===== src/pce_io_pkg.sv =====
package pce_io_pkg;

  // cartridge store geometry
  // byte addressed, 16 KiB
  localparam int ROM_ADDR_W = 14;

  // final load address bit that flags a 512-byte copier header
  localparam int HEADER_BIT = 9;

  // address bit telling the two signature windows apart
  localparam int BANK_BIT = 13;

  typedef logic [ROM_ADDR_W-1:0] rom_addr_t;

  // one download beat from the host
  typedef logic [15:0] rom_word_t;

  // byte as seen on the rom read side
  typedef logic [7:0] rom_byte_t;

  // read offset past the header
  localparam rom_addr_t HEADER_OFFSET = 14'd512;

  // signature windows
  // plain image and headered image
  localparam rom_addr_t SIG_BASE_PLAIN = 14'h1F20;
  localparam rom_addr_t SIG_BASE_HDR = 14'h2120;

  // expected words at window offsets 6, 8, 10 and 12
  localparam rom_word_t SIG_WORD_0 = 16'h4F50;
  localparam rom_word_t SIG_WORD_1 = 16'h5550;
  localparam rom_word_t SIG_WORD_2 = 16'h4F4C;
  localparam rom_word_t SIG_WORD_3 = 16'h5355;

  // controller port nibble, active low
  typedef logic [3:0] pad_nibble_t;

  // multitap port number
  // 0 is the only populated port
  typedef logic [2:0] pad_port_t;

  // released pad, every line high
  localparam pad_nibble_t NIBBLE_IDLE_PORT = 4'hF;

  // six-button identity page
  localparam pad_nibble_t NIBBLE_ID = 4'h0;

  // download sequencer states
  typedef enum logic [2:0] {
    // no cartridge download running
    IDLE,
    // waiting for the next ioctl_wr rising edge
    WAIT_EDGE,
    // write request out to the rom store
    REQ,
    // ack seen, req dropped, waiting for ack to clear
    WAIT_ACK_LOW,
    // handshake done, waiting for host to release ioctl_wr
    WAIT_FALL
  } load_state_t;

endpackage


===== src/pad_nibble_mux.sv =====
`timescale 1ns/1ps

module pad_nibble_mux (
  input  logic                    clk_sys_42_95,
  input  logic                    arst_n,
  input  logic                    button_a,
  input  logic                    button_b,
  input  logic                    button_select,
  input  logic                    button_start,
  input  logic                    dpad_up,
  input  logic                    dpad_down,
  input  logic                    dpad_left,
  input  logic                    dpad_right,
  input  pce_io_pkg::pad_port_t   port,
  input  logic                    page_high,
  input  logic                    clr_active,
  input  logic                    pad_sel,
  output pce_io_pkg::pad_nibble_t pad_data
);

  pce_io_pkg::pad_nibble_t nibble;

  always_comb begin
    if (page_high) begin
      // extra buttons absent, then the id nibble
      nibble = pad_sel ? pce_io_pkg::NIBBLE_ID : pce_io_pkg::NIBBLE_IDLE_PORT;
    end else if (port != '0) begin
      // empty tap port, all released
      nibble = pce_io_pkg::NIBBLE_IDLE_PORT;
    end else if (pad_sel) begin
      // dpad half
      nibble = ~{dpad_left, dpad_down, dpad_right, dpad_up};
    end else begin
      // button half
      nibble = ~{button_start, button_select, button_b, button_a};
    end
  end

  // latched nibble, zero for the whole clear pulse
  always_ff @(posedge clk_sys_42_95 or negedge arst_n) begin
    if (!arst_n) begin
      pad_data <= '0;
    end else if (clr_active) begin
      pad_data <= '0;
    end else begin
      pad_data <= nibble;
    end
  end

endmodule


===== config.mk =====
export PLATFORM = sky130hd
export DESIGN_NAME = pad_nibble_mux
export DESIGN_NICKNAME = d
export VERILOG_FILES = /design/src/pce_io_pkg.sv /design/src/pad_nibble_mux.sv
export SDC_FILE = /design/constraint.sdc
export NUM_CORES = 1
export LEC_CHECK = 0
export ABC_AREA = 1
export BUFFER_PORTS_ARGS = -buffer_cell sky130_fd_sc_hd__buf_2
export CELL_PAD_IN_SITES_DETAIL_PLACEMENT = 2
export CELL_PAD_IN_SITES_GLOBAL_PLACEMENT = 2
export CORE_UTILIZATION = 16
export DETAILED_ROUTE_END_ITERATION = 8
export GPL_TIMING_DRIVEN = 0
export PLACE_DENSITY = 0.77
export SLEW_MARGIN = 40
export SYNTH_ARGS = -nofsm -noshare
export SYNTH_HDL_FRONTEND = slang
export SYNTH_SLANG_ARGS = --single-unit

===== constraint.sdc =====
create_clock -name clk_sys_42_95 -period 0.8 [get_ports clk_sys_42_95]
set_input_delay 0.08 -clock clk_sys_42_95 [delete_from_list [all_inputs] [get_ports clk_sys_42_95]]
set_output_delay 0.08 -clock clk_sys_42_95 [all_outputs]
set_load 0.05 [all_outputs]

==> results_dict.tcl <==
set metrics [dict create \
    fin_tns_setup_ps -118 \
    status "finished, violations left" \
    whs_path_depth 4 \
    hold_class "in -> reg" \
    synth_top_family_by_area "simple AND/OR/NAND/NOR gates" \
    report.power.total_mw 0.654 \
    avgViaCountPerCell 3.90 \
    finish.utilization_pct 30.5 \
    synth_xor_area_share_pct 0 \
    cp_cell_sequence "buf_6" \
    numCtsBuffers 3 \
    crit_path_start_kind "flip-flop" \
    initial_utilization_pct 17.6 \
    routed_wl_um 653 \
    finalMaxSlewViolations 0 \
    coreArea_um2 1330 \
    fin_ws_ps -35.5 \
    firstDrtPassIters 2 \
    ant_nets 0 \
    drtIter0Drc 3 \
    cp.buffers_inverters 1 \
    critical_path.top_delay_family "flip-flops" \
    num_rows 13 \
    critPathCaptureType "output pin" \
    clk_pin_slew_worst_paths_ps 30 \
    hold_start "button_a" \
    nNetsFinal 76 \
    synthCells 35 \
    postSynthNetCount 51 \
    area_growth_syn_to_layout_pct 72.9 \
    synth_top_area_cell "dfrtp_1" \
    synth-simple-area-share_pct 31.9 \
    dp_hpwl_um 545 \
    p_leak_nw 0.247 \
    reg_top3 "pad_data: 4 flops" \
    ys_top_cells_by_area "dfrtp_1 43%, nand2_1 24%, inv_1 9.6%" \
    die_w_um 40.3 \
    worst_pin_slew_ps 196 \
    hold_viol_final 0 \
    min_to "pad_data[0]$_DFF_PN0_" \
    n_antenna_cell 0 \
    grt_pass1_vias 313 \
    drive_gt1_share_pct 41.4 \
    timing.slew.headroom_pct 86.9 \
    syn_avg_cell_area_um2 6.72 \
    cts_tree "built" \
    synth_mux_area_share_pct 0 \
    post_drt_wl_per_cell_um 8.95 \
    dieArea_um2 1630 \
    largest_register_ffs 4 \
    drc 0 \
    rsz0062_at_grt "yes" \
    dieHeight_um 40.3 \
    root_buffer "clkbuf_4" \
    synth_compound_area_share_pct 14.4 \
    top_register "pad_data" \
    grt_pass1_wl_um 1170 \
    port_buffers 19 \
    ios 20 \
    vdd_drop_max_mv 0.232 \
    fmax_mhz 1200 \
    synthDistinctLibCells 7 \
    failed_checks "setup timing" \
    place_ws_ps 34.8 \
    antenna_found_initial 0 \
    fin_crit_sh_pct 104 \
    ys_ff_latch 4 \
    worst-path-max-fanout 1 \
    grt_max_degree 6 \
    vias 285 \
    yosysWarnings 0 \
    synth_top_area_share_pct 42.6 \
    finalCriticalPeriod_ps 836 \
    overflow 0 \
    cts.sinks 4 \
    fin_area_um2 407 \
    power_density_nw_per_um2 1610 \
    netlist_area_um2 235 \
    grtUsageTotal_pct 11.4 \
    place.gp.congestion 0.632 \
    setup_viol 4 \
    cts_max_path_buffers 2 \
    critical_path_arrival_ps 760 \
    worst_path_largest_cell_delay_ps 370 \
    synthAdderAreaFrac_pct 0 \
    crit_type "reg -> out" \
    ys_seq_area_share_pct 42.6 \
    h-tree-depth 1 \
    crit_path_top_delay_cell "dfrtp_1" \
    drv_cap 0 \
    required_ps 720 \
    placed_cell_area_um2 349 \
    cts_setup_buffers 0 \
]
-- report_power, final --
group | internal [mW] | switching, mW
registers | 0.217 | 0.00617
logic | 0.0772 | 0.105
clock network | 0.168 | 0.0806
total | 0.462 | 0.192
-- metal layers --
| metal | routed length [µm] | global-route usage (%) | share of wire (%) | vias to the layer above |
|---|---|---|---|---|
| li1 | - | - | - | 148 |
| met1 | 256 | 11.6 | 39 | 122 |
| met2 | 333 | 19.8 | 51 | 13 |
| met3 | 41 | 1.67 | 6.3 | 2 |
| met4 | 21 | 10.0 | 3.2 | 0 |
| met5 | 0 | 0 | 0 | - |
-- worst max-delay path by stage --
| stage | startpoint | to | cells after the start |
|---|---|---|---|
| final | pad_data[3]$_DFF_PN0_ | pad_data[3] | 1 |
| after global routing | pad_data[3]$_DFF_PN0_ | pad_data[3] | 1 |
| after CTS | pad_data[3]$_DFF_PN0_ | pad_data[3] | 1 |
| after detailed placement | page_high | pad_data[3]$_DFF_PN0_ | 5 |
| after global placement | page_high | pad_data[3]$_DFF_PN0_ | 5 |
| after floorplan | pad_data[0]$_DFF_PN0_ | pad_data[0] | 0 |
-- synthesized netlist by cell type --
cell,count
a21oi_1,3
inv_1,6
nand2_1,15
o21bai_4,1
nor2_1,5
inv_2,1
dfrtp_1,4
-- final cells by class --
cell class              count  area, µm²
multi-input cells          24        109
flip-flops and latches      4        100
repair buffers             20        130
clock buffers               3       22.5
fillers                   178        927
inverters                   7       26.3
well taps                  15       18.8
-- layout by cell type, fill, tap and decap left out --
master / count
nand2_1: 15
o21bai_4: 1
a21oi_1: 3
dlygate4sd3_1: 1
clkbuf_4: 3
buf_2: 15
buf_6: 4
inv_2: 1
inv_1: 6
dfrtp_1: 4
nor2_1: 5
-- per-stage QoR --
stage,hold slack (ps),instances
finish,115,73
global route,138,73
CTS,114,73
detailed placement,-114,69
global placement,-117,69
floorplan,-216,35
-- cells by family (layout without fill, tap and decap cells) --
kind of cell	after synthesis	in the layout
buffers and inverters	7	30
and+or+nand+nor	20	20
AOI/OAI and AO/OA	4	4
DFF	4	4
-- repair_timing --
item / 4_1_cts / 5_1_grt
endpoints found under the setup margin: 4 / 4
hold buffers: 1 / 0
hold endpoints to repair: 4 / 0
resized for setup: 8 / 0
Power figures use the tool's default switching activity.
