$ cat src/pce_io_pkg.sv
package pce_io_pkg;

  // cartridge store geometry
  // byte addressed, 16 KiB
  localparam int ROM_ADDR_W = 14;

  // final load address bit that flags a 512-byte copier header
  localparam int HEADER_BIT = 9;

  // address bit telling the two signature windows apart
  localparam int BANK_BIT = 13;

  typedef logic [ROM_ADDR_W-1:0] rom_addr_t;

  // one download beat from the host
  typedef logic [15:0] rom_word_t;

  // byte as seen on the rom read side
  typedef logic [7:0] rom_byte_t;

  // read offset past the header
  localparam rom_addr_t HEADER_OFFSET = 14'd512;

  // signature windows
  // plain image and headered image
  localparam rom_addr_t SIG_BASE_PLAIN = 14'h1F20;
  localparam rom_addr_t SIG_BASE_HDR = 14'h2120;

  // expected words at window offsets 6, 8, 10 and 12
  localparam rom_word_t SIG_WORD_0 = 16'h4F50;
  localparam rom_word_t SIG_WORD_1 = 16'h5550;
  localparam rom_word_t SIG_WORD_2 = 16'h4F4C;
  localparam rom_word_t SIG_WORD_3 = 16'h5355;

  // controller port nibble, active low
  typedef logic [3:0] pad_nibble_t;

  // multitap port number
  // 0 is the only populated port
  typedef logic [2:0] pad_port_t;

  // released pad, every line high
  localparam pad_nibble_t NIBBLE_IDLE_PORT = 4'hF;

  // six-button identity page
  localparam pad_nibble_t NIBBLE_ID = 4'h0;

  // download sequencer states
  typedef enum logic [2:0] {
    // no cartridge download running
    IDLE,
    // waiting for the next ioctl_wr rising edge
    WAIT_EDGE,
    // write request out to the rom store
    REQ,
    // ack seen, req dropped, waiting for ack to clear
    WAIT_ACK_LOW,
    // handshake done, waiting for host to release ioctl_wr
    WAIT_FALL
  } load_state_t;

endpackage

$ cat src/cart_load_fsm.sv
`timescale 1ns/1ps

module cart_load_fsm (
  input  logic                  clk_sys_42_95,
  input  logic                  arst_n,
  input  logic                  cart_download,
  input  logic                  ioctl_wr,
  input  pce_io_pkg::rom_word_t ioctl_dout,
  input  logic                  bit_reverse,
  output logic                  ioctl_wait,
  output logic                  mem_req,
  input  logic                  mem_ack,
  output pce_io_pkg::rom_addr_t mem_addr,
  output pce_io_pkg::rom_word_t mem_data,
  output pce_io_pkg::rom_addr_t load_addr,
  output logic                  load_start,
  output logic                  word_strobe
);

  pce_io_pkg::load_state_t state;
  pce_io_pkg::rom_word_t   word_in;
  logic                    wr_q;
  logic                    wr_rise;
  logic                    take_word;

  assign wr_rise = ioctl_wr & ~wr_q;

  // a new beat is only accepted between handshakes
  // edges arriving while ioctl_wait is up are dropped
  assign take_word = (state == pce_io_pkg::WAIT_EDGE) && cart_download && wr_rise;

  // optional bit swap inside each byte
  // some dumps come mirrored
  always_comb begin
    word_in = ioctl_dout;
    if (bit_reverse) begin
      for (int i = 0; i < 8; i++) begin
        word_in[i]     = ioctl_dout[7-i];
        word_in[8 + i] = ioctl_dout[15-i];
      end
    end
  end

  always_ff @(posedge clk_sys_42_95 or negedge arst_n) begin
    if (!arst_n) begin
      state       <= pce_io_pkg::IDLE;
      wr_q        <= 1'b0;
      ioctl_wait  <= 1'b0;
      mem_req     <= 1'b0;
      load_addr   <= '0;
      load_start  <= 1'b0;
      word_strobe <= 1'b0;
    end else begin
      wr_q        <= ioctl_wr;
      load_start  <= 1'b0;
      word_strobe <= 1'b0;
      case (state)
        // leaving idle only on a fresh download, so this is the rising edge
        pce_io_pkg::IDLE: begin
          if (cart_download) begin
            load_addr  <= '0;
            load_start <= 1'b1;
            state      <= pce_io_pkg::WAIT_EDGE;
          end
        end
        pce_io_pkg::WAIT_EDGE: begin
          if (!cart_download) begin
            state <= pce_io_pkg::IDLE;
          end else if (take_word) begin
            ioctl_wait  <= 1'b1;
            word_strobe <= 1'b1;
            state       <= pce_io_pkg::REQ;
          end
        end
        // payload settles one cycle before req goes up
        pce_io_pkg::REQ: begin
          if (!mem_req) begin
            mem_req <= 1'b1;
          end else if (mem_ack) begin
            mem_req <= 1'b0;
            state   <= pce_io_pkg::WAIT_ACK_LOW;
          end
        end
        pce_io_pkg::WAIT_ACK_LOW: begin
          if (!mem_ack) begin
            ioctl_wait <= 1'b0;
            state      <= pce_io_pkg::WAIT_FALL;
          end
        end
        // step on the falling edge of ioctl_wr
        pce_io_pkg::WAIT_FALL: begin
          if (!ioctl_wr) begin
            load_addr <= load_addr + pce_io_pkg::rom_addr_t'(2);
            state     <= pce_io_pkg::WAIT_EDGE;
          end
        end
        default: state <= pce_io_pkg::IDLE;
      endcase
    end
  end

  // write payload, captured with the beat
  always_ff @(posedge clk_sys_42_95) begin
    if (take_word) begin
      mem_data <= word_in;
      mem_addr <= load_addr;
    end
  end

  // rom store relies on a frozen payload for the whole request
  a_payload_stable: assert property (@(posedge clk_sys_42_95) disable iff (!arst_n)
    mem_req |=> !mem_req || ($stable(mem_addr) && $stable(mem_data)));

endmodule

$ cat config.mk
export PLATFORM = sky130hd
export DESIGN_NAME = cart_load_fsm
export DESIGN_NICKNAME = d
export VERILOG_FILES = /design/src/pce_io_pkg.sv /design/src/cart_load_fsm.sv
export SDC_FILE = /design/constraint.sdc
export NUM_CORES = 1
export LEC_CHECK = 0
export ABC_AREA = 1
export ABC_CLOCK_PERIOD_IN_PS = 1600
export BUFFER_PORTS_ARGS = -buffer_cell sky130_fd_sc_hd__buf_2
export CORE_ASPECT_RATIO = 1.2
export CORE_MARGIN = 2
export CORE_UTILIZATION = 45
export DETAILED_ROUTE_END_ITERATION = 10
export HOLD_SLACK_MARGIN = 0.1
export PLACE_DENSITY = 0.72
export SYNTH_ARGS = -nofsm -noshare
export SYNTH_HDL_FRONTEND = slang
export SYNTH_SLANG_ARGS = --single-unit
$ cat constraint.sdc
create_clock -name clk_sys_42_95 -period 1.6 [get_ports clk_sys_42_95]
set_input_delay 0.24 -clock clk_sys_42_95 [delete_from_list [all_inputs] [get_ports clk_sys_42_95]]
set_output_delay 0.24 -clock clk_sys_42_95 [all_outputs]
set_load 0.005 [all_outputs]
==> qor.txt <==
Status = completed
Post-DRT Antenna Nets = 0
Final Slew Violations = 0
CP Data Required Time = 1660 ps
Avg Vias per Cell = 4.85
DR vias = 1793
Die Y = 81.3 um
Buffers & Inverters on Critical Path = 5
Yosys reg bits = 50
CTS Buf Count = 5
Flop pwr share = 0.532
Top cells by area, synth = edfxtp_1 39%, dfrtp_1 23%, nand2_1 9.6%
Initial Util = 0.460
Skew-Pair Late Insertion Delay = 300 ps
Final setup violating endpoints = 0
Clk slew on worst S/H paths = 90 ps
Critical path capture point type = flop
Ratio of cells with drive above 1 in the final layout = 0.310
Nets = 332
Switching power = 0.000980 W
H-tree Lvls = 2
F_max = 666 MHz
Cell taking the most area after synthesis = edfxtp_1
Initial antenna violation count = 0
Antenna cells = 0
Syn Area/Cell = 9.48 sq um
Startpoint types = input port
Pin count of the biggest net entering global routing = 33
Yosys top cell area share = 0.389
Switching part of the total = 0.318
Final instance area = 2790 sq um
CP Max Fanout = 14
Post-synthesis xor/xnor area fraction = 0
Int Power = 0.00211 W
Setup TNS = 0 ps
Logic gate share of total power = 0.239
GRT Resource Usage Total = 0.165
Die Area = 5560 sq um
Num Clock Sinks = 50
Syn Inst Count = 236
Peak supply drop = 0.853 mV
WL/cell = 12.1 um
Maximum clock path buffer count = 2
Remaining global-route overflow = 0
Number of synthesized flops with an enable pin = 29
I/O Pins = 70
Hold crit path type = input port to flop
Mux share of post-synthesis cell area = 0
Post-Synth Adder-Cell Area = 0.00559
Root buffer cell = clkbuf_8
Leakage power = 1.34 nW
Synthesis-to-layout area growth = 24.5%
Final wirelength = 4460 um
Setup WS pre-CTS = 99.1 ps
Min Clock Period, post-route = 1500 ps
Crit share post-route = 0.939
CP top delay family = buffers and inverters
Kind of critical path = input port to flop
Top_reg_cell synth = edfxtp_1
Yosys warnings = 0
Vias in the first global route = 1603
Max cap viols = 0
Post-synth cell types = 24
Site Rows = 28
Utilization after layout = 0.572
Clock power share = 0.229
Final WS setup = 98.0 ps
Port Buffers = 67
Unrepaired setup endpoints after global routing = no
CTS tree = done
Final hold vios = 0
Crit-path slowest cell = dlygate4sd3_1
Post-DP HPWL = 3170 um
Post-synthesis compound-gate area fraction = 0.0676
Setup bufs post-CTS = 0
Placed cell areas = 2640 sq um
Signal arrival time at the worst endpoint = 1560 ps
First-pass GRT wire length = 6820 um
Die X = 68.4 um
DR iter-0 viols = 132
Synth Cell Area = 2240 sq um
DRC Markers = 0
Area of the core = 4870 sq um
CP cell instances = dlygate4sd3_1, buf_2, inv_1, nor2_1, nand2_2, clkinvlp_4, clkbuf_16
Worst path max stage delay = 530 ps
Largest family of logic cells by synthesized area = simple AND/OR/NAND/NOR gates
GPL Wtd Cong = 0.744
Clock Skew = 11.0 ps
Pwr/cell area = 1110 nW/um^2
Post-synth top cells = 57 x nand2_1, 32 x inv_1, 31 x nor2_1
Sequential element share of the synthesized area = 0.624
Simple-Gate Fraction of Synth Area = 0.222
Most frequent cell after synthesis = nand2_1
Synth async-reset ratio = 0.420
DRT Pass-1 Iters = 4
## logic make-up (layout without fill, tap and decap cells)
logic type               Yosys count  count (layout)
AND/OR/NAND/NOR                  115             115
flip-flops                        50              50
buffers and inverters             41             114
AO/OA/AOI/OAI                     28              28
adder cells (fa/ha/maj)            1               1
other                              1               2
## registers in the layout, summed over array words and instances, names as in the netlist
signal,cells
load_addr,13
load_start,1
ioctl_wait,1
word_strobe,1
wr_q,1
mem_data,16
state,3
mem_addr,13
mem_req,1
## placed cells by master, fill, tap and decap left out
cell type / instances
nand3_2: 2
clkbuf_1: 1
nand2_1: 56
ha_4: 1
o21ai_0: 13
clkinvlp_4: 3
nor3_1: 2
buf_12: 1
nand2_2: 2
nand4_1: 3
o21ai_1: 2
a21oi_1: 10
or2_2: 1
inv_1: 31
nor2_1: 30
nand2_4: 1
nor2_2: 4
inv_2: 2
nand3_1: 13
buf_2: 67
clkbuf_16: 1
clkbuf_8: 5
buf_4: 1
dlygate4sd3_1: 2
edfxtp_1: 29
conb_1: 2
dfrtp_1: 20
a21oi_2: 3
nor2_4: 1
dfrtp_2: 1
## power by group through the flow
| stage | registers [W] | clock network [W] | logic, W |
|---|---|---|---|
| global route | 0.00166 | 0.000786 | 0.000848 |
| detailed placement | 0.00166 | 0 | 0.000714 |
| floorplan | 0.00166 | 0 | 0.000482 |
| global placement | 0.00165 | 0 | 0.000697 |
| finish | 0.00164 | 0.000706 | 0.000738 |
| CTS | 0.00164 | 0.000739 | 0.000722 |
## metrics by stage
stage | power [W] | std cells | hold WS, ps
after floorplan | 0.00214 | 237 | -55.6
after global placement | 0.00235 | 359 | 239
after detailed placement | 0.00238 | 359 | 236
after CTS | 0.00310 | 369 | 222
after global routing | 0.00330 | 370 | 238
final | 0.00309 | 370 | 233
## path summary, 6_finish.rpt
path	startpoint	end	slack, ps	cells past startpoint
worst max-delay path	ioctl_wr	mem_data[4]	100	7
worst min-delay path	ioctl_dout[4]	mem_data[3]	230	3
worst max register to register	state[2]	mem_data[4]	110	6
worst min register to register	ioctl_wait	ioctl_wait	480	2
max in group asynchronous	arst_n	state[2]	800	2
min in group asynchronous	arst_n	load_addr[13]	430	2
## worst register-to-register path, delay by kind of cell, from the launching register on
kind | cells | cell delay [ps]
buf+inv | 3 | 430
flops | 1 | 440
simple gates | 3 | 340
## routing by layer
| layer | global-route usage | vias to the layer above | share of wire |
|---|---|---|---|
| met5 | 0 | - | 0 |
| met4 | 0.0660 | 0 | 0.018 |
| met3 | 0.0388 | 8 | 0.073 |
| met2 | 0.294 | 62 | 0.49 |
| met1 | 0.184 | 824 | 0.42 |
| li1 | - | 899 | - |
## repair_timing
action | in CTS | in global routing
hold endpoints to repair | 22 | 0
hold buffers | 2 | 0
resized for setup | 0 | 5
setup endpoints to repair | 0 | 30
## layout make-up
class	instances	area, sq um
Tap cell	60	75.1
Multi-Input combinational cell	146	687
Sequential cell	50	1400
Inverter	34	131
Clock inverter	2	15.0
Clock buffer	6	72.6
Timing Repair Buffer	72	408
Fill cell	459	2080
(Power assumes the default switching activity.)
