==> src/pce_io_pkg.sv <==
package pce_io_pkg;

  // cartridge store geometry
  // byte addressed, 16 KiB
  localparam int ROM_ADDR_W = 14;

  // final load address bit that flags a 512-byte copier header
  localparam int HEADER_BIT = 9;

  // address bit telling the two signature windows apart
  localparam int BANK_BIT = 13;

  typedef logic [ROM_ADDR_W-1:0] rom_addr_t;

  // one download beat from the host
  typedef logic [15:0] rom_word_t;

  // byte as seen on the rom read side
  typedef logic [7:0] rom_byte_t;

  // read offset past the header
  localparam rom_addr_t HEADER_OFFSET = 14'd512;

  // signature windows
  // plain image and headered image
  localparam rom_addr_t SIG_BASE_PLAIN = 14'h1F20;
  localparam rom_addr_t SIG_BASE_HDR = 14'h2120;

  // expected words at window offsets 6, 8, 10 and 12
  localparam rom_word_t SIG_WORD_0 = 16'h4F50;
  localparam rom_word_t SIG_WORD_1 = 16'h5550;
  localparam rom_word_t SIG_WORD_2 = 16'h4F4C;
  localparam rom_word_t SIG_WORD_3 = 16'h5355;

  // controller port nibble, active low
  typedef logic [3:0] pad_nibble_t;

  // multitap port number
  // 0 is the only populated port
  typedef logic [2:0] pad_port_t;

  // released pad, every line high
  localparam pad_nibble_t NIBBLE_IDLE_PORT = 4'hF;

  // six-button identity page
  localparam pad_nibble_t NIBBLE_ID = 4'h0;

  // download sequencer states
  typedef enum logic [2:0] {
    // no cartridge download running
    IDLE,
    // waiting for the next ioctl_wr rising edge
    WAIT_EDGE,
    // write request out to the rom store
    REQ,
    // ack seen, req dropped, waiting for ack to clear
    WAIT_ACK_LOW,
    // handshake done, waiting for host to release ioctl_wr
    WAIT_FALL
  } load_state_t;

endpackage

==> src/populous_detect.sv <==
`timescale 1ns/1ps

module populous_detect (
  input  logic                  clk_sys_42_95,
  input  logic                  arst_n,
  input  logic                  load_start,
  input  logic                  word_strobe,
  input  pce_io_pkg::rom_addr_t load_addr,
  input  pce_io_pkg::rom_word_t word,
  input  logic                  header_sel,
  output logic                  rom_populous
);

  // bit 0 plain window, bit 1 headered window
  logic [1:0]            pop_flag;
  logic                  in_window;
  logic                  sig_slot;
  pce_io_pkg::rom_word_t sig_expect;

  // 16-byte windows, compare above the low nibble
  assign in_window =
    (load_addr[pce_io_pkg::ROM_ADDR_W-1:4] == pce_io_pkg::SIG_BASE_PLAIN[pce_io_pkg::ROM_ADDR_W-1:4]) ||
    (load_addr[pce_io_pkg::ROM_ADDR_W-1:4] == pce_io_pkg::SIG_BASE_HDR[pce_io_pkg::ROM_ADDR_W-1:4]);

  // four signature slots inside the window
  always_comb begin
    sig_slot   = 1'b0;
    sig_expect = '0;
    case (load_addr[3:0])
      4'd6: begin
        sig_slot   = 1'b1;
        sig_expect = pce_io_pkg::SIG_WORD_0;
      end
      4'd8: begin
        sig_slot   = 1'b1;
        sig_expect = pce_io_pkg::SIG_WORD_1;
      end
      4'd10: begin
        sig_slot   = 1'b1;
        sig_expect = pce_io_pkg::SIG_WORD_2;
      end
      4'd12: begin
        sig_slot   = 1'b1;
        sig_expect = pce_io_pkg::SIG_WORD_3;
      end
      default: ;
    endcase
  end

  // both candidates assumed until a slot disagrees
  always_ff @(posedge clk_sys_42_95 or negedge arst_n) begin
    if (!arst_n) begin
      pop_flag <= 2'b11;
    end else if (load_start) begin
      pop_flag <= 2'b11;
    end else if (word_strobe && in_window && sig_slot && (word != sig_expect)) begin
      pop_flag[load_addr[pce_io_pkg::BANK_BIT]] <= 1'b0;
    end
  end

  // header flag picks which window counts
  assign rom_populous = pop_flag[header_sel];

endmodule

==> config.mk <==
export PLATFORM = sky130hd
export DESIGN_NAME = populous_detect
export DESIGN_NICKNAME = d
export VERILOG_FILES = /design/src/pce_io_pkg.sv /design/src/populous_detect.sv
export SDC_FILE = /design/constraint.sdc
export NUM_CORES = 1
export LEC_CHECK = 0
export BUFFER_PORTS_ARGS = -buffer_cell sky130_fd_sc_hd__buf_2
export CAP_MARGIN = 15
export CELL_PAD_IN_SITES_DETAIL_PLACEMENT = 1
export CELL_PAD_IN_SITES_GLOBAL_PLACEMENT = 2
export CORE_MARGIN = 1
export CORE_UTILIZATION = 20
export CTS_CLUSTER_DIAMETER = 150
export CTS_CLUSTER_SIZE = 28
export DETAILED_ROUTE_END_ITERATION = 10
export PLACE_DENSITY = 0.84
export SYNTH_ARGS = -nofsm -noshare
export SYNTH_HDL_FRONTEND = slang
export SYNTH_SLANG_ARGS = --single-unit
==> constraint.sdc <==
create_clock -name clk_sys_42_95 -period 2.6 [get_ports clk_sys_42_95]
set_clock_uncertainty 0.2 [all_clocks]
set_input_delay 0.52 -clock clk_sys_42_95 [delete_from_list [all_inputs] [get_ports clk_sys_42_95]]
set_output_delay 0.52 -clock clk_sys_42_95 [all_outputs]
set_load 0.01 [all_outputs]
==> results.cfg, run 1 <==
[outcome]
status = finished clean

[timing]
finalMaxSlewViolations = 0
relSlewSlack_pct = 73.4
finalCritPeriodShare_pct = 73.5
fin_setup_tns_ns = 0
tightest_slew_ns = 0.395
fin_hold_ws_ns = 0.0452
min_period_ns = 1.91
fin_ws_ns = 0.688
hold_viol = 0
rsz0062_at_grt = false
max_freq_mhz = 523
setup_viol = 0

[power]
fin_total_pwr_uw = 175
powerDensity_nw_per_um2 = 254
p_comb_share_pct = 41.8
intPower_uw = 118
p_switching_uw = 56.7
power_leakage_nw = 0.291
clkPwrFrac_pct = 40.2
ir_drop_uv = 84.5
p_sw_share_pct = 32.4
p_seq_share_pct = 18.0

[finish]
final_common_cell = buf_2
syn_to_final_growth_pct = 39.1
largest_reg_flops = 2
drive_gt1_share_pct = 44.0
utilization_pct = 30.3
reg_top3 = pop_flag x2
seqCellArea_um2 = 52.6
fill_cells = 287
regMostFlops = pop_flag
mostFrequentLayoutCells = buf_2 (35), nand2_1 (5), nor2_1 (5)
fin_nets = 137
diodes = 0
multi_input_area_um2 = 397

[drt]
route.met2.wl_um = 877
drtAntennaViolNets = 0
vias = 666
via_per_inst = 5.20
route.detailed.drc = 0
maxUsedRoutingLayer = met3
drt-total-wl_um = 1590
wl_met1_um = 665
wl_per_cell_um = 12.4
wl_met3_um = 48
drt_iter0_drc = 11
drt_pre_antenna_iters = 4

[grt]
grt_pass1_vias = 622
grt_max_degree = 16
antenna_found_initial = 0
grt_pass1_wl_um = 2640
track_usage_pct = 12.6
overflow = 0

[placement]
port_buffers = 35
gp_congestion = 0.698
dpl.hpwl_um = 1270
place_worst_setup_slack_ns = 0.466

[cts]
clk_latency_ns = 0.23
root_buffer = clkbuf_4
cts_hold_buf = 0
cts_inserted_buffers = 3
cts_resized = 0
cts_sinks = 2
cts_setup_buffers = 0
cts_tree = done
h-tree-depth = 1
clk_path_buf_depth = 2
path_clk_slew_ns = 0.03

[worst_setup_path]
required_ns = 2.54
reg2reg_from = pop_flag[0]
reg2reg_depth = 2
start_kind = primary input
critPathCaptureType = flip-flop
reg2reg_slack_ns = 1.60
arrival_ns = 1.85
critPathKind = in -> reg
rr_endpoint = pop_flag[0]
timing.critical_path.fanout_max = 15

[floorplanning]
rows = 17
start_util_pct = 21.8
fp.dieH_um = 51.8
fp.dieArea_um2 = 2680
die_w_um = 51.8
core_um2 = 2280
pin_count = 36

[synthesis]
syn-cell-area_um2 = 495
synth_top_area_share_pct = 10.6
syn_nets = 101
yosysSeqAreaShare_pct = 10.6
synth_area_per_cell_um2 = 7.51
yosysWarnings = 0
synth-edff-count = 0
synthArstFlopShare_pct = 100
synth-seq-cells = 2
ys_top_cells_by_area = dfstp_2 (11%), buf_6 (6.8%), nor4b_1 (5.3%), nor3b_1 (4.5%), a31oi_1 (3.8%)
synth_cell_types = 36
synth_top_flop_cell = dfstp_2
synthCells = 66
synth.largest_area_cell = dfstp_2

[flow_run]
maxCapViolCount = 0

[hold_path]
hp-class = in -> async
-- critical path, cell delays in order --
cell       delay (ns)
buf_2            0.24
xor2_1           0.24
o2bb2ai_1        0.08
nor4_1           0.36
nand4_1          0.19
a31oi_1          0.23
-- cells in the mapped netlist, types with 2 or more instances --
library cell / instances
nand3_1: 3
o2111ai_1: 2
nor2_1: 5
nor3b_1: 3
o21ai_0: 3
nand4_1: 2
nor3_1: 2
dfstp_2: 2
nor2b_1: 3
a31oi_1: 3
xor2_1: 2
nor4_1: 3
inv_1: 2
nor4b_1: 3
nand2_1: 5
buf_6: 3
-- per-layer routing --
metal	GRT usage, %	vias up
met1	15.7	321
li1	-	328
met2	23.4	17
met5	0	-
met4	1.35	0
met3	1.46	0
-- area by class of cell --
type,instances,area share [%]
sequential,2,7.62
clock buffer,3,3.27
inverter,2,1.09
timing repair buffer,35,25.4
tap,28,5.08
multi-input combinational,58,57.5
-- power by group through the flow --
stage	clock network, mW	registers, mW	logic, mW
3_5_place_dp	0	0.0317	0.0730
6_report	0.0704	0.0315	0.0731
3_3_place_gp	0	0.0317	0.0706
4_1_cts	0.0723	0.0315	0.0737
5_1_grt	0.0751	0.0315	0.0821
2_1_floorplan	0	0.0317	0.0380
-- worst max path at each step --
stage                 startpoint     endpoint  slack, ns  depth (start not counted)
finish              load_addr[2]  pop_flag[0]       0.69                          6
floorplan           load_addr[0]  pop_flag[0]       0.76                          6
global placement    load_addr[2]  pop_flag[0]       0.54                          6
detailed placement  load_addr[2]  pop_flag[0]       0.47                          6
global route        load_addr[2]  pop_flag[0]       0.51                          6
CTS                 load_addr[2]  pop_flag[0]       0.69                          6
-- metrics by stage --
stage / instance area (um2) / std cells
after floorplan: 495 / 66
after global placement: 667 / 125
after detailed placement: 667 / 125
after CTS: 689 / 128
after global routing: 689 / 128
final: 689 / 128
-- logic make-up (layout without fill, tap and decap cells) --
logic type,count (synthesis),in the layout,synth area share [%]
AND/OR/NAND/NOR,37,37,46.2
XOR/XNOR,3,3,5.30
multiplexers,1,1,2.27
AO/OA/AOI/OAI,17,17,26.3
flip-flops,2,2,10.6
buffers and inverters,6,40,9.34
No activity file was read; power rests on OpenSTA's default activity.
==> inputs of run 2 (changes only) <==
--- a/config.mk
+++ b/config.mk
@@ -5,16 +5,17 @@
 export SDC_FILE = /design/constraint.sdc
 export NUM_CORES = 1
 export LEC_CHECK = 0
+export ABC_AREA = 1
 export BUFFER_PORTS_ARGS = -buffer_cell sky130_fd_sc_hd__buf_2
 export CAP_MARGIN = 15
 export CELL_PAD_IN_SITES_DETAIL_PLACEMENT = 1
 export CELL_PAD_IN_SITES_GLOBAL_PLACEMENT = 2
 export CORE_MARGIN = 1
-export CORE_UTILIZATION = 20
+export CORE_UTILIZATION = 16
 export CTS_CLUSTER_DIAMETER = 150
 export CTS_CLUSTER_SIZE = 28
 export DETAILED_ROUTE_END_ITERATION = 10
-export PLACE_DENSITY = 0.84
+export PLACE_DENSITY = 0.78
 export SYNTH_ARGS = -nofsm -noshare
 export SYNTH_HDL_FRONTEND = slang
 export SYNTH_SLANG_ARGS = --single-unit
==> constraint.sdc (replaced) <==
create_clock -name clk_sys_42_95 -period 1.9 [get_ports clk_sys_42_95]
set_clock_uncertainty 0.2 [all_clocks]
set_input_delay 0.38 -clock clk_sys_42_95 [delete_from_list [all_inputs] [get_ports clk_sys_42_95]]
set_output_delay 0.38 -clock clk_sys_42_95 [all_outputs]
set_load 0.01 [all_outputs]
==> run 2 against run 1 <==
  * The run now ends with design-rule violations left
  * Total power rose by 40%
  * Critical path depth is 4 lower
  * Die area rose by 23%
  * Synthesized area shrank 0.76%
  * Sequential power increased by 37%
  * Utilization down 4.2 points
  * Global-route usage fell by 3.2 points
  * Cell area up 7.1%
  * Synthesized cell count increased by 41%
  * Worst setup slack worse by 0.36 ns
  * Critical endpoint is now rom_populous
  * Highest routed layer is now met4
==> results.cfg, run 2 <==
[outcome]
status = finished, violations left
failed_checks = design-rule violations

[timing]
fin_setup_tns_ns = 0
setup_viol = 0
tightest_slew_ns = 0.189
min_period_ns = 1.58
finalCritPeriodShare_pct = 82.9
max_freq_mhz = 635
relSlewSlack_pct = 87.4
hold_viol = 0
finalMaxSlewViolations = 0
rsz0062_at_grt = false
fin_ws_ns = 0.325

[drt]
route.detailed.drc = 4
drt_iter0_drc = 21
via_per_inst = 4.25
vias = 693
drtAntennaViolNets = 0
drt-total-wl_um = 1440
wl_per_cell_um = 8.81
drt_pre_antenna_iters = 7

[finish]
diodes = 0
final_common_cell = buf_2
regMostFlops = pop_flag
syn_to_final_growth_pct = 50.1
final_area_um2 = 738
fin_cells = 163
reg_top3 = pop_flag x2
drive_gt1_share_pct = 43.9
largest_reg_flops = 2
fin_nets = 169
mostFrequentLayoutCells = buf_2 (35), nand2_1 (30), inv_1 (14)

[worst_setup_path]
required_ns = 1.32
reg2reg_slack_ns = 1.02
rr_endpoint = pop_flag[0]
cp_slowest_cell = dfstp_2
reg2reg_depth = 2
start_kind = flip-flop
critPathKind = reg -> out
crit_chain = mux2_2, buf_2
arrival_ns = 1.00
crit_start = pop_flag[0]
timing.critical_path.fanout_max = 2
reg2reg_from = pop_flag[0]
critPathCaptureType = output pin
max_stage_delay_ns = 0.52

[synthesis]
syn_nets = 128
syn-cell-area_um2 = 492
yosysWarnings = 0
synth_cell_types = 17
synthCells = 93
synth-seq-cells = 2
yosysMostFrequentCell = nand2_1
synth_area_per_cell_um2 = 5.29
synth-edff-count = 0
yosysSeqAreaShare_pct = 10.7
synth_common_cells = nand2_1 (30), inv_1 (14), nand3_1 (10), nor2_1 (10), nor2_2 (5)
synth_top_flop_cell = dfstp_2
synthArstFlopShare_pct = 100
synth_top_area_share_pct = 22.9
synth.largest_area_cell = nand2_1
ys_top_cells_by_area = nand2_1 (23%), dfstp_2 (11%), inv_1 (11%), nand3_1 (10%), nor2_1 (7.6%)

[power]
clkPwrFrac_pct = 40.2
powerDensity_nw_per_um2 = 332
ir_drop_uv = 103
p_switching_uw = 82.1
p_sw_share_pct = 33.5
intPower_uw = 163
power_leakage_nw = 0.461
p_comb_share_pct = 42.2
p_seq_share_pct = 17.6

[hold_path]
holdPathEnd = pop_flag[0]
hold_start = load_start
hold_path_depth = 3
hp-class = in -> reg

[cts]
cts_resized = 0
clk_path_buf_depth = 2
cts_tree = done
h-tree-depth = 1
clk_latency_ns = 0.23
root_buffer = clkbuf_4
cts_inserted_buffers = 3
cts_sinks = 2
path_clk_slew_ns = 0.03

[floorplanning]
core_um2 = 2830
fp.dieArea_um2 = 3300
pin_count = 36
start_util_pct = 17.4
fp.dieH_um = 57.4
die_w_um = 57.4
rows = 19

[placement]
port_buffers = 35
dpl_cell_area_um2 = 706
gp_congestion = 0.674
place_worst_setup_slack_ns = 0.126
dpl.hpwl_um = 1280
place_inst = 159

[grt]
overflow = 0
antenna_found_initial = 0
grt_pass1_wl_um = 2430
grt_max_degree = 10
grt_pass1_vias = 663
track_usage_pct = 9.32

[flow_run]
maxCapViolCount = 0
-- run 2: changes by cell type after synthesis, sizes merged, moves of 4 or more --
cell,before,now
nand3,3,10
inv,2,18
buf,4,0
nor2,5,17
nand2,5,35
-- run 2: power by group through the flow --
stage / clock network (mW) / logic (mW) / registers, mW
after CTS: 0.104 / 0.106 / 0.0431
after detailed placement: 0 / 0.104 / 0.0435
after floorplan: 0 / 0.0529 / 0.0435
after global placement: 0 / 0.101 / 0.0435
final: 0.0985 / 0.103 / 0.0431
after global routing: 0.107 / 0.119 / 0.0431
-- run 2: per-stage QoR --
step                total power [mW]  hold WS [ns]  util (%)
detailed placement             0.148         0.140      24.9
CTS                            0.253         0.149      26.1
global placement               0.145         0.130      24.9
global route                   0.269         0.167      26.1
finish                         0.245         0.152      26.1
floorplan                     0.0964        0.0322         -
-- run 2: kinds of logic after synthesis --
group / count (synthesis) / share of synthesized area [%]
DFF: 2 / 10.7
buffers and inverters: 18 / 13.7
and+or+nand+nor: 70 / 69.7
muxes: 1 / 2.29
AOI/OAI and AO/OA: 2 / 3.56
-- run 2: worst max-delay path: cells and delay by family (launching register included) --
kind / cells / cell delay [ns]
buf+inv: 1 / 0.12
flops: 1 / 0.52
mux: 1 / 0.13
-- run 2: final cells by class --
type | count | area, um2
sequential | 2 | 52.6
fill | 390 | 2090
clock buffer | 3 | 22.5
timing repair buffer | 36 | 185
multi-input combinational | 73 | 372
inverter | 18 | 67.6
tap | 31 | 38.8
-- run 2: worst max-delay path by stage --
stage	to
2_1_floorplan	pop_flag[0]
3_3_place_gp	pop_flag[1]
3_5_place_dp	pop_flag[1]
4_1_cts	rom_populous
5_1_grt	pop_flag[0]
6_report	rom_populous
-- run 2: timing repair --
item / 4_1_cts / 5_1_grt
hold buffers: 1 / 0
hold endpoints to repair: 2 / 0
setup endpoints to repair: 0 / 0
buffers inserted: 0 / 0
-- run 2: routing by layer --
metal / GRT usage (%) / vias up / wire length, um
met5: 0 / - / 0
met2: 17.6 / 28 / 715
met4: 5.23 / 0 / 21
met3: 0.907 / 2 / 146
li1: - / 364 / -
met1: 9.97 / 299 / 551
