--- config.mk ---
export PLATFORM = sky130hd
export DESIGN_NAME = pad_port_scan
export DESIGN_NICKNAME = d
export VERILOG_FILES = /design/src/pce_io_pkg.sv /design/src/pad_port_scan.sv
export SDC_FILE = /design/constraint.sdc
export NUM_CORES = 1
export LEC_CHECK = 0
export BUFFER_PORTS_ARGS = -buffer_cell sky130_fd_sc_hd__buf_2
export CAP_MARGIN = 15
export CELL_PAD_IN_SITES_DETAIL_PLACEMENT = 0
export CELL_PAD_IN_SITES_GLOBAL_PLACEMENT = 2
export CORE_AREA = 5 5 42 44
export DETAILED_ROUTE_END_ITERATION = 12
export DIE_AREA = 0 0 47 49
export PLACE_DENSITY_LB_ADDON = 0.1
export SYNTH_ARGS = -nofsm -noshare
export SYNTH_HDL_FRONTEND = slang
export SYNTH_SLANG_ARGS = --single-unit
--- constraint.sdc ---
create_clock -name clk_sys_42_95 -period 2.56 [get_ports clk_sys_42_95]
set_input_delay 0 -clock clk_sys_42_95 [delete_from_list [all_inputs] [get_ports clk_sys_42_95]]
set_output_delay 0 -clock clk_sys_42_95 [all_outputs]
set_load 0.01 [all_outputs]
--- src/pce_io_pkg.sv ---
package pce_io_pkg;

  // cartridge store geometry
  // byte addressed, 16 KiB
  localparam int ROM_ADDR_W = 14;

  // final load address bit that flags a 512-byte copier header
  localparam int HEADER_BIT = 9;

  // address bit telling the two signature windows apart
  localparam int BANK_BIT = 13;

  typedef logic [ROM_ADDR_W-1:0] rom_addr_t;

  // one download beat from the host
  typedef logic [15:0] rom_word_t;

  // byte as seen on the rom read side
  typedef logic [7:0] rom_byte_t;

  // read offset past the header
  localparam rom_addr_t HEADER_OFFSET = 14'd512;

  // signature windows
  // plain image and headered image
  localparam rom_addr_t SIG_BASE_PLAIN = 14'h1F20;
  localparam rom_addr_t SIG_BASE_HDR = 14'h2120;

  // expected words at window offsets 6, 8, 10 and 12
  localparam rom_word_t SIG_WORD_0 = 16'h4F50;
  localparam rom_word_t SIG_WORD_1 = 16'h5550;
  localparam rom_word_t SIG_WORD_2 = 16'h4F4C;
  localparam rom_word_t SIG_WORD_3 = 16'h5355;

  // controller port nibble, active low
  typedef logic [3:0] pad_nibble_t;

  // multitap port number
  // 0 is the only populated port
  typedef logic [2:0] pad_port_t;

  // released pad, every line high
  localparam pad_nibble_t NIBBLE_IDLE_PORT = 4'hF;

  // six-button identity page
  localparam pad_nibble_t NIBBLE_ID = 4'h0;

  // download sequencer states
  typedef enum logic [2:0] {
    // no cartridge download running
    IDLE,
    // waiting for the next ioctl_wr rising edge
    WAIT_EDGE,
    // write request out to the rom store
    REQ,
    // ack seen, req dropped, waiting for ack to clear
    WAIT_ACK_LOW,
    // handshake done, waiting for host to release ioctl_wr
    WAIT_FALL
  } load_state_t;

endpackage

--- src/pad_port_scan.sv ---
`timescale 1ns/1ps

module pad_port_scan (
  input  logic                  clk_sys_42_95,
  input  logic                  arst_n,
  input  logic                  pad_clr,
  input  logic                  pad_sel,
  input  logic                  six_button,
  input  logic                  multitap,
  output pce_io_pkg::pad_port_t port,
  output logic                  page_high,
  output logic                  clr_active
);

  logic clr_q;
  logic sel_q;
  logic clr_rise;
  logic sel_rise;

  assign clr_rise = pad_clr & ~clr_q;
  assign sel_rise = pad_sel & ~sel_q;

  // clear level, the nibble register blanks on it directly
  assign clr_active = pad_clr;

  always_ff @(posedge clk_sys_42_95 or negedge arst_n) begin
    if (!arst_n) begin
      clr_q     <= 1'b0;
      sel_q     <= 1'b0;
      port      <= '0;
      page_high <= 1'b0;
    end else begin
      clr_q <= pad_clr;
      sel_q <= pad_sel;
      if (pad_clr) begin
        // clear pins the scan to the first port
        port <= '0;
        // six-button pads flip pages on every clear
        if (clr_rise) begin
          page_high <= six_button & ~page_high;
        end
      end else if (sel_rise && multitap) begin
        // tap steps through ports, 3 bit wrap
        port <= port + pce_io_pkg::pad_port_t'(1);
      end
    end
  end

  // two-button mode never lands on the high page
  a_page_low_2btn: assert property (@(posedge clk_sys_42_95) disable iff (!arst_n)
    !six_button && ($rose(pad_clr) || !page_high) |=> !page_high);

endmodule

==> results of run 1 <==
==> registers in the layout, summed over array words and instances, names as in the netlist <==
register / cells
clr_q: 1
page_high: 1
port: 3
sel_q: 1
==> cell usage after synthesis (all sizes together) <==
cell type  count  area [um2]
buf            1       7.510
nand4b         1       8.760
dfrtp          6       150.1
mux2           3       41.29
nor2b          3       18.77
and2b          1       7.510
and3b          1       10.01
nand2b         2       12.51
ha             1       12.51
nor2           2       7.510
mux2i          1       10.01
==> layout make-up <==
cell class	count	share of cell area, %
flip-flops and latches	6	37.38
multi-input cells	15	32.09
repair buffers	13	19.94
clock buffers	3	5.607
well taps	16	4.984
==> repair_timing <==
| item | CTS | global route |
|---|---|---|
| endpoints found under the hold margin | 8 | 0 |
| setup buffers | 0 | 0 |
| hold buffers | 3 | 0 |
| setup endpoints to repair | 0 | 0 |
==> where the power goes <==
group          leakage [nW]  internal, mW  switching [mW]
combinational         0.117        0.0197          0.0138
sequential           0.0773         0.102         0.00409
clock                0.0138        0.0527          0.0294
total                 0.208         0.174          0.0473
==> worst max path at each step <==
stage	startpoint	endpoint	slack [ps]	depth (start not counted)
finish	port[0]	port[2]	1400	3
CTS	port[0]	port[2]	1390	3
floorplan	port[0]	port[2]	1410	3
global placement	port[0]	port[2]	1400	3
global route	port[0]	port[2]	1340	3
detailed placement	port[0]	port[2]	1400	3
==> metal layers <==
layer  up-vias  GRT usage (%)  wire, um
li1        105              -         -
met1        98          7.865       249
met2         9          5.656       260
met3         0          3.690        57
met4         0          4.147         0
met5         -              0         0
==> cells in the final DEF (no fill, tap or decap) <==
master / count
and2b_1: 1
and3b_2: 1
buf_2: 10
clkbuf_4: 3
dfrtp_1: 6
dlygate4sd3_1: 3
ha_1: 1
mux2_2: 1
mux2_4: 2
mux2i_1: 1
nand2b_1: 2
nand4b_1: 1
nor2_1: 2
nor2b_1: 3
==> worst max-delay path: stages (launching register included) <==
cell      delay [ps]
dfrtp_1          400
ha_1             210
nand4b_1         100
mux2_2           330
==> kinds of logic (layout without fill, tap and decap cells) <==
family,after synthesis,count (layout),share of synthesized area [%]
flip-flops,6,6,52.40
AND/OR/NAND/NOR,10,10,22.71
multiplexers,4,4,17.90
adder cells (fa/ha/maj),1,1,4.366
buffers and inverters,1,16,2.621
==> results.md, run 1 <==
- Die area: 2303 um2
- Tot GR Track Use: 5.603%
- Initial antenna violation count: 0
- Number of I/O pins: 11
- Status: complete, no violations
- Die H: 49 um
- TritonCTS Buffers: 3
- Leakage: 0.2076 nW
- Core Area: 1401 um2
- Worst Max-Slew Pin Slew: 117.5 ps
- First-iteration detailed-routing DRC count: 2
- Max-slew violations: 0
- Worst Path Required: 2680 ps
- Startpoint Class: register
- Max VDD drop: 0.1966 mV
- Ant. Diodes: 0
- Final net count: 46
- Post-synth net total: 29
- Final period utilization: 45.35%
- Post-Route WL: 567 um
- Pre-CTS setup slack: 1399 ps
- # H-tree levels: 1
- Post-layout min period: 1161 ps
- GR Overflow Total: 0
- Final Util: 28.66%
- Smallest setup slack after layout: 1399 ps
- Highest clock rate: 0.8613 GHz
- Arr. time, crit path: 1280 ps
- Vias per cell: 4.000
- Via count: 212
- R2R depth: 3
- CP max FO: 4
- Register area share after synthesis: 52.40%
- Endpoint class of the critical path: register
- Std-Cell Rows: 14
- Worst Skew: 1.011 ps
- Placed insts: 47
- Initial core utilization: 20.45%
- Setup_tns: 0 ps
- MaxCap Viol Count: 0
- Largest net degree at the start of global routing: 10
- Setup CP Type: register to register
- Placed instance area: 349.1 um2
- Share of cells above drive strength 1: 45.95%
- Vias in the first global route: 201
- Synth Area per Inst: 13.02 um2
- FF-to-FF setup slack: 1400 ps
- Post-Layout Cell Count: 53
- Mapped Cells: 22
- Final ANT Viol Nets: 0
- Skew-Pair Late Insertion Delay: 230 ps
- Drt wl/cell: 10.70 um
- CTS tree: built
- Worst min path class: primary input to async pin
- Distinct cells, synth: 12
- PwrDens: 551.0 nW/um2
- P&R area growth vs syn: 40.17%
- Clk buf depth: 2
- Final setup violation count: 0
- First-pass GRT wire length: 876 um
- Hold Violations, Final: 0
- Reg clk slew, reported paths: 40 ps
- Die W: 47 um
- Filler Cells Inserted: 161
- FF+latch area: 150.1 um2
- Post-route cell area: 401.6 um2
- Final total power: 0.2213 mW
- Warnings, synthesis: 0
- Slew headroom: 91.95%
- Reg2reg end: port[2]
- Multi-input logic area: 128.9 um2
- Pre-antenna DRT Iters: 4
- RSZ-0062 raised after global routing: false
- Global placement routability congestion: 0.6758
- Post-CTS resize count: 0
- Worst flop-to-flop path startpoint: port[0]
- Syn Std Cell Area: 286.5 um2
- Worst hold margin: 122.0 ps
- Clock sinks: 6
- DRC viols: 0
- Port Buffers: 10
- Clk root buf: clkbuf_4
- Flops & latches, synth: 6
(Power assumes the default switching activity.)
==> run 2, diff against run 1 <==
==> constraint.sdc (replaced) <==
create_clock -name clk_sys_42_95 -period 1 [get_ports clk_sys_42_95]
set_input_delay 0 -clock clk_sys_42_95 [delete_from_list [all_inputs] [get_ports clk_sys_42_95]]
set_output_delay 0 -clock clk_sys_42_95 [all_outputs]
set_load 0.01 [all_outputs]
==> run 2 against run 1 <==
Effect of this change: the run now ends with negative setup slack left; critical endpoint unchanged; combinational power grew to 2.9 times the previous value; worst setup slack worse by 1500 ps; global-route usage increased by 1.3 points; hold slack got worse by 8.1 ps; sequential share of layout area shrank 3.3 points; final cell count grew 5.7%; first-iteration DRC count is 100% lower; maximum frequency grew 8.2%.
==> results.md, run 2 (synthesized netlist as in run 1, its figures left out) <==
- Worst Max-Slew Pin Slew: 112.8 ps (-4.704 ps)
- Worst Skew: 0.6011 ps (-0.4099 ps)
- Worst hold margin: 114.0 ps (-8.052 ps)
- Clk root buf: clkbuf_4
- Final net count: 49 (+6.5%)
- Max reg flops: 3 (unchanged)
- P&R area growth vs syn: 53.71%
- Final total power: 0.5868 mW (+170%)
- HPWL Detailed: 470 um
- Share of cells above drive strength 1: 52.50% (+6.6 points)
- Placed instance area: 370.4 um2 (+6.1%)
- Pre-antenna DRT Iters: 1 (-3)
- Placed insts: 49 (+4.3%)
- Arr. time, crit path: 1200 ps (-80 ps)
- Clk buf depth: 2 (unchanged)
- Largest net degree at the start of global routing: 10 (unchanged)
- Via count: 231 (+9.0%)
- Die H: 49 um (unchanged)
- Global placement routability congestion: 0.6643 (-1.7%)
- Post-Layout Cell Count: 56 (+5.7%)
- Reg clk slew, reported paths: 40 ps (about the same)
- Filler Cells Inserted: 155 (-3.7%)
- Post-route cell area: 440.4 um2 (+9.7%)
- Final ANT Viol Nets: 0 (unchanged)
- Largest Register: port
- Status: finished, violations left
- Max VDD drop: 0.6308 mV (+220%)
- R2R depth: 3 (unchanged)
- Final setup violation count: 2 (+2)
- Tot GR Track Use: 6.931% (+1.3 points)
- Critical Path Slowest Stage Cell: dfrtp_1
- Vias in the first global route: 246 (+22%)
- Die W: 47 um (unchanged)
- RSZ-0062 raised after global routing: true
- MaxCap Viol Count: 0 (unchanged)
- Initial antenna violation count: 0 (unchanged)
- Initial core utilization: 20.45% (unchanged)
- Setup CP Type: register to register
- Die area: 2303 um2 (unchanged)
- Leakage: 0.2255 nW (+8.6%)
- First-pass GRT wire length: 1.035 mm (+18%)
- Chain of cells forming the critical path: ha_2 > nand4b_1 > mux2_4
- Post-layout min period: 1073 ps (-88.45 ps)
- Worst Path Required: 1120 ps (-1560 ps)
- Hold Violations, Final: 0 (unchanged)
- TritonCTS Buffers: 3 (unchanged)
- Port Buffers: 10 (unchanged)
- Endpoint class of the critical path: register
- Failing checks: negative setup slack
- Ant. Diodes: 0 (unchanged)
- First-iteration detailed-routing DRC count: 0 (-2)
- PwrDens: 1332 nW/um2 (+140%)
- Pre-CTS setup slack: -67.96 ps (-1467 ps)
- Most frequent cells in the layout: buf_2, dfrtp_1
- Vias per cell: 4.125 (+3.1%)
- CP max FO: 2 (-2)
- Startpoint Class: register
- Highest clock rate: 0.9323 GHz (+8.2%)
- Core Area: 1401 um2 (unchanged)
- Smallest setup slack after layout: -72.61 ps (-1472 ps)
- Final period utilization: 107.3% (+62 points)
- Clock sinks: 6 (unchanged)
- CTS tree: built
- DRC viols: 0 (unchanged)
- Slew headroom: 92.27% (+0.32 points)
- Slowest stage delay, CP: 390 ps (about the same)
- Drt wl/cell: 11.66 um (+9.0%)
- Skew-Pair Late Insertion Delay: 240 ps (about the same)
- Number of I/O pins: 11 (unchanged)
- Post-Route WL: 653 um (+15%)
- GR Overflow Total: 0 (unchanged)
- Most common cell after layout, fill and taps aside: buf_2
- # H-tree levels: 1 (unchanged)
- Max-slew violations: 0 (unchanged)
- Std-Cell Rows: 14 (unchanged)
- Worst min path class: primary input to async pin
## run 2: cell count changes in the layout (fill, tap and decap cells not counted), sizes merged
cell,previous run,this run
buf,10,13
## run 2: report_power, final
group	switching [mW]	leakage, nW	internal (mW)	total, mW
Combinational	0.0390	0.134	0.0566	0.0957
Clock	0.0857	0.0138	0.136	0.221
Sequential	0.00991	0.0773	0.260	0.270
## run 2: layout make-up
type | instances | area, um2 | share of cell area (%)
clock buffer | 3 | 22.52 | 5.114
multi-input combinational | 15 | 135.1 | 30.68
sequential | 6 | 150.1 | 34.09
tap | 16 | 20.02 | 4.545
timing repair buffer | 16 | 112.6 | 25.57
## run 2: critical path: cells and delay by family (launching register included)
family,cells,cell delay [ps]
adders and majority gates,1,170
muxes,1,300
and+or+nand+nor,1,100
DFF,1,390
## run 2: metrics by stage
step / utilization [%] / setup TNS, ps
6_report: 31.43 / -132.6
4_1_cts: 31.70 / -127.9
3_5_place_dp: 26.43 / -132.7
5_1_grt: 31.43 / -227.7
3_3_place_gp: 26.43 / -106.0
2_1_floorplan: - / -106.4
## run 2: per-layer routing
layer,vias to the layer above,GRT usage (%),routed length [um]
met2,12,9.276,304
met3,2,5.535,91
met5,-,0,0
met1,108,7.350,245
met4,0,4.147,12
li1,109,-,-
## run 2: final timing paths
kind / start / end / slack, ps
max in group asynchronous: arst_n / page_high / 740
setup / recovery: port[1] / port[2] / -70
hold reg to reg: page_high / page_high / 540
min in group clk_sys_42_95: six_button / page_high / 140
setup reg to reg: port[1] / port[2] / -70
hold / removal: arst_n / port[2] / 110
## run 2: timing repair
item | CTS | global route
buffers inserted | 2 | 0
endpoints found under the setup margin | 2 | 4
endpoints found under the hold margin | 8 | 0
resized for setup | 1 | 1
pin swaps | 0 | 1
hold buffers | 3 | 0
==> run 3, diff against run 2 <==
--- a/config.mk
+++ b/config.mk
@@ -7,7 +7,7 @@
 export LEC_CHECK = 0
 export BUFFER_PORTS_ARGS = -buffer_cell sky130_fd_sc_hd__buf_2
 export CAP_MARGIN = 15
-export CELL_PAD_IN_SITES_DETAIL_PLACEMENT = 0
+export CELL_PAD_IN_SITES_DETAIL_PLACEMENT = 2
 export CELL_PAD_IN_SITES_GLOBAL_PLACEMENT = 2
 export CORE_AREA = 5 5 42 44
 export DETAILED_ROUTE_END_ITERATION = 12
==> run 3 against run 2 <==
Effect of this change: the run still ends with negative setup slack left; worst setup slack lost 8.5 ps; count of clock-buffer cells in the layout is the same; die area unchanged; via count grew 2.6%; largest power group unchanged.
==> results.md, run 3 (synthesized netlist as in run 1, its figures left out) <==
- Status: finished, violations left
- Failing checks: negative setup slack
- PwrDens: 1352 nW/um2 (+1.5%)
- Post-route cell area: 440.4 um2 (unchanged)
- M2 GR Usage: 11.76% (+2.5 points)
- Slew headroom: 92.35% (about the same)
- Initial core utilization: 20.45% (unchanged)
- Tot GR Track Use: 7.420% (+0.49 points)
- Worst Skew: 2.041 ps (+1.440 ps)
- First-pass GRT wire length: 1.138 mm (+10%)
- MaxCap Viol Count: 0 (unchanged)
- Worst Max-Slew Pin Slew: 111.6 ps (-1.123 ps)
- Reg clk slew, reported paths: 50 ps (about the same)
- Final period utilization: 108.1% (+0.85 points)
- Worst flop-to-flop path startpoint: port[1]
- End of the critical path: port[2]
- Met1 Use GR: 7.111% (-0.24 points)
- Vias in the first global route: 276 (+12%)
- Max-slew violations: 0 (unchanged)
- Reg2reg end: port[2]
- Die area: 2303 um2 (unchanged)
- Largest Register: port
- First-iteration detailed-routing DRC count: 3 (+3)
- Pre-antenna DRT Iters: 2 (+1)
- Post-layout min period: 1081 ps (+8.509 ps)
- Filler Cells Inserted: 165 (+6.5%)
- R2R depth: 3 (unchanged)
- Startpoint Class: register
- Share of cells above drive strength 1: 52.50% (unchanged)
- Most crowded layer after global routing: met2
- Critical path origin: port[1]
- Std-Cell Rows: 14 (unchanged)
- Max VDD drop: 0.4741 mV (-25%)
- Via count: 237 (+2.6%)
- Final net count: 49 (unchanged)
- Most common cell after layout, fill and taps aside: buf_2
- # H-tree levels: 1 (unchanged)
- Largest net degree at the start of global routing: 10 (unchanged)
- Core Area: 1401 um2 (unchanged)
- Clk root buf: clkbuf_4
- Setup CP Type: register to register
- Smallest setup slack after layout: -81.12 ps (-8.509 ps)
- CTS tree: built
- FF-to-FF setup slack: -80 ps (about the same)
- Max reg flops: 3 (unchanged)
- Drt wl/cell: 12.96 um (+11%)
- Global placement routability congestion: 0.6643 (unchanged)
- Die W: 47 um (unchanged)
- Pre-CTS setup slack: -83.72 ps (-15.76 ps)
- Hold Violations, Final: 0 (unchanged)
- GR Overflow Total: 0 (unchanged)
- Most frequent cells in the layout: buf_2, dfrtp_1
- Leakage: 0.2256 nW (about the same)
- Final setup violation count: 2 (unchanged)
- DRC viols: 0 (unchanged)
- Port Buffers: 10 (unchanged)
- Arr. time, crit path: 1210 ps (about the same)
- Met3 Usage GRT: 5.535% (unchanged)
- Ant. Diodes: 0 (unchanged)
- Final ANT Viol Nets: 0 (unchanged)
- Initial antenna violation count: 0 (unchanged)
- Skew-Pair Late Insertion Delay: 240 ps (about the same)
- Vias per cell: 4.232 (+2.6%)
- Final total power: 0.5955 mW (+1.5%)
- Clock sinks: 6 (unchanged)
- Post-Route WL: 726 um (+11%)
- Worst Path Required: 1130 ps (about the same)
- Number of I/O pins: 11 (unchanged)
- CP max FO: 2 (unchanged)
- RSZ-0062 raised after global routing: true
- Worst min path class: primary input to async pin
- TritonCTS Buffers: 3 (unchanged)
- P&R area growth vs syn: 53.71% (unchanged)
- Placed instance area: 370.4 um2 (unchanged)
- Endpoint class of the critical path: register
- HPWL Detailed: 568.7 um (+21%)
- Highest clock rate: 0.9250 GHz (-0.79%)
- Die H: 49 um (unchanged)
- Clk buf depth: 2 (unchanged)
run 3: cell counts in the layout (fill, tap and decap cells not counted):
No cell type changed its count.
run 3: area by class of cell:
type / instances / area (um2) / area share, %
tap: 16 / 20.02 / 4.545
sequential: 6 / 150.1 / 34.09
clock buffer: 3 / 22.52 / 5.114
timing repair buffer: 16 / 112.6 / 25.57
multi-input combinational: 15 / 135.1 / 30.68
run 3: worst min-delay path by stage:
| stage | to | slack (ps) | depth (start not counted) | start |
|---|---|---|---|---|
| after floorplan | clr_q | -300 | 0 | arst_n |
| after global placement | page_high | -170 | 1 | arst_n |
| after detailed placement | port[2] | -160 | 1 | arst_n |
| after CTS | port[2] | 110 | 2 | arst_n |
| after global routing | clr_q | 120 | 2 | arst_n |
| final | page_high | 110 | 2 | arst_n |
run 3: through the flow:
stage	instances	utilization, %	TNS (ps)	hold slack, ps
finish	56	31.43	-149.3	109.3
global route	56	31.43	-204.0	121.5
CTS	56	31.16	-166.3	110.4
detailed placement	49	26.43	-149.6	-163.5
global placement	49	26.43	-106.0	-167.8
floorplan	22	-	-106.4	-295.6
run 3: critical path: stages (launching register included):
cell and delay (ps):
dfrtp_1 380, ha_2 180, nand4b_1 100, mux2_4 300
run 3: what timing repair did:
| action | CTS | global route |
|---|---|---|
| pin swaps | 0 | 0 |
| hold buffers | 3 | 0 |
| endpoints found under the hold margin | 8 | 0 |
| setup buffers | 1 | 1 |
| resized for setup | 1 | 1 |
| setup endpoints to repair | 2 | 5 |
run 3: power by group:
group | switching [mW] | total, mW | internal (mW)
combinational | 0.0398 | 0.0971 | 0.0574
sequential | 0.0103 | 0.270 | 0.260
clock | 0.0923 | 0.228 | 0.136
total | 0.142 | 0.596 | 0.453
run 3: routing by layer:
layer	vias to the layer above	share of wire (%)
li1	109	-
met1	117	38
met2	11	53
met3	0	8.5
met4	0	0
met5	-	0
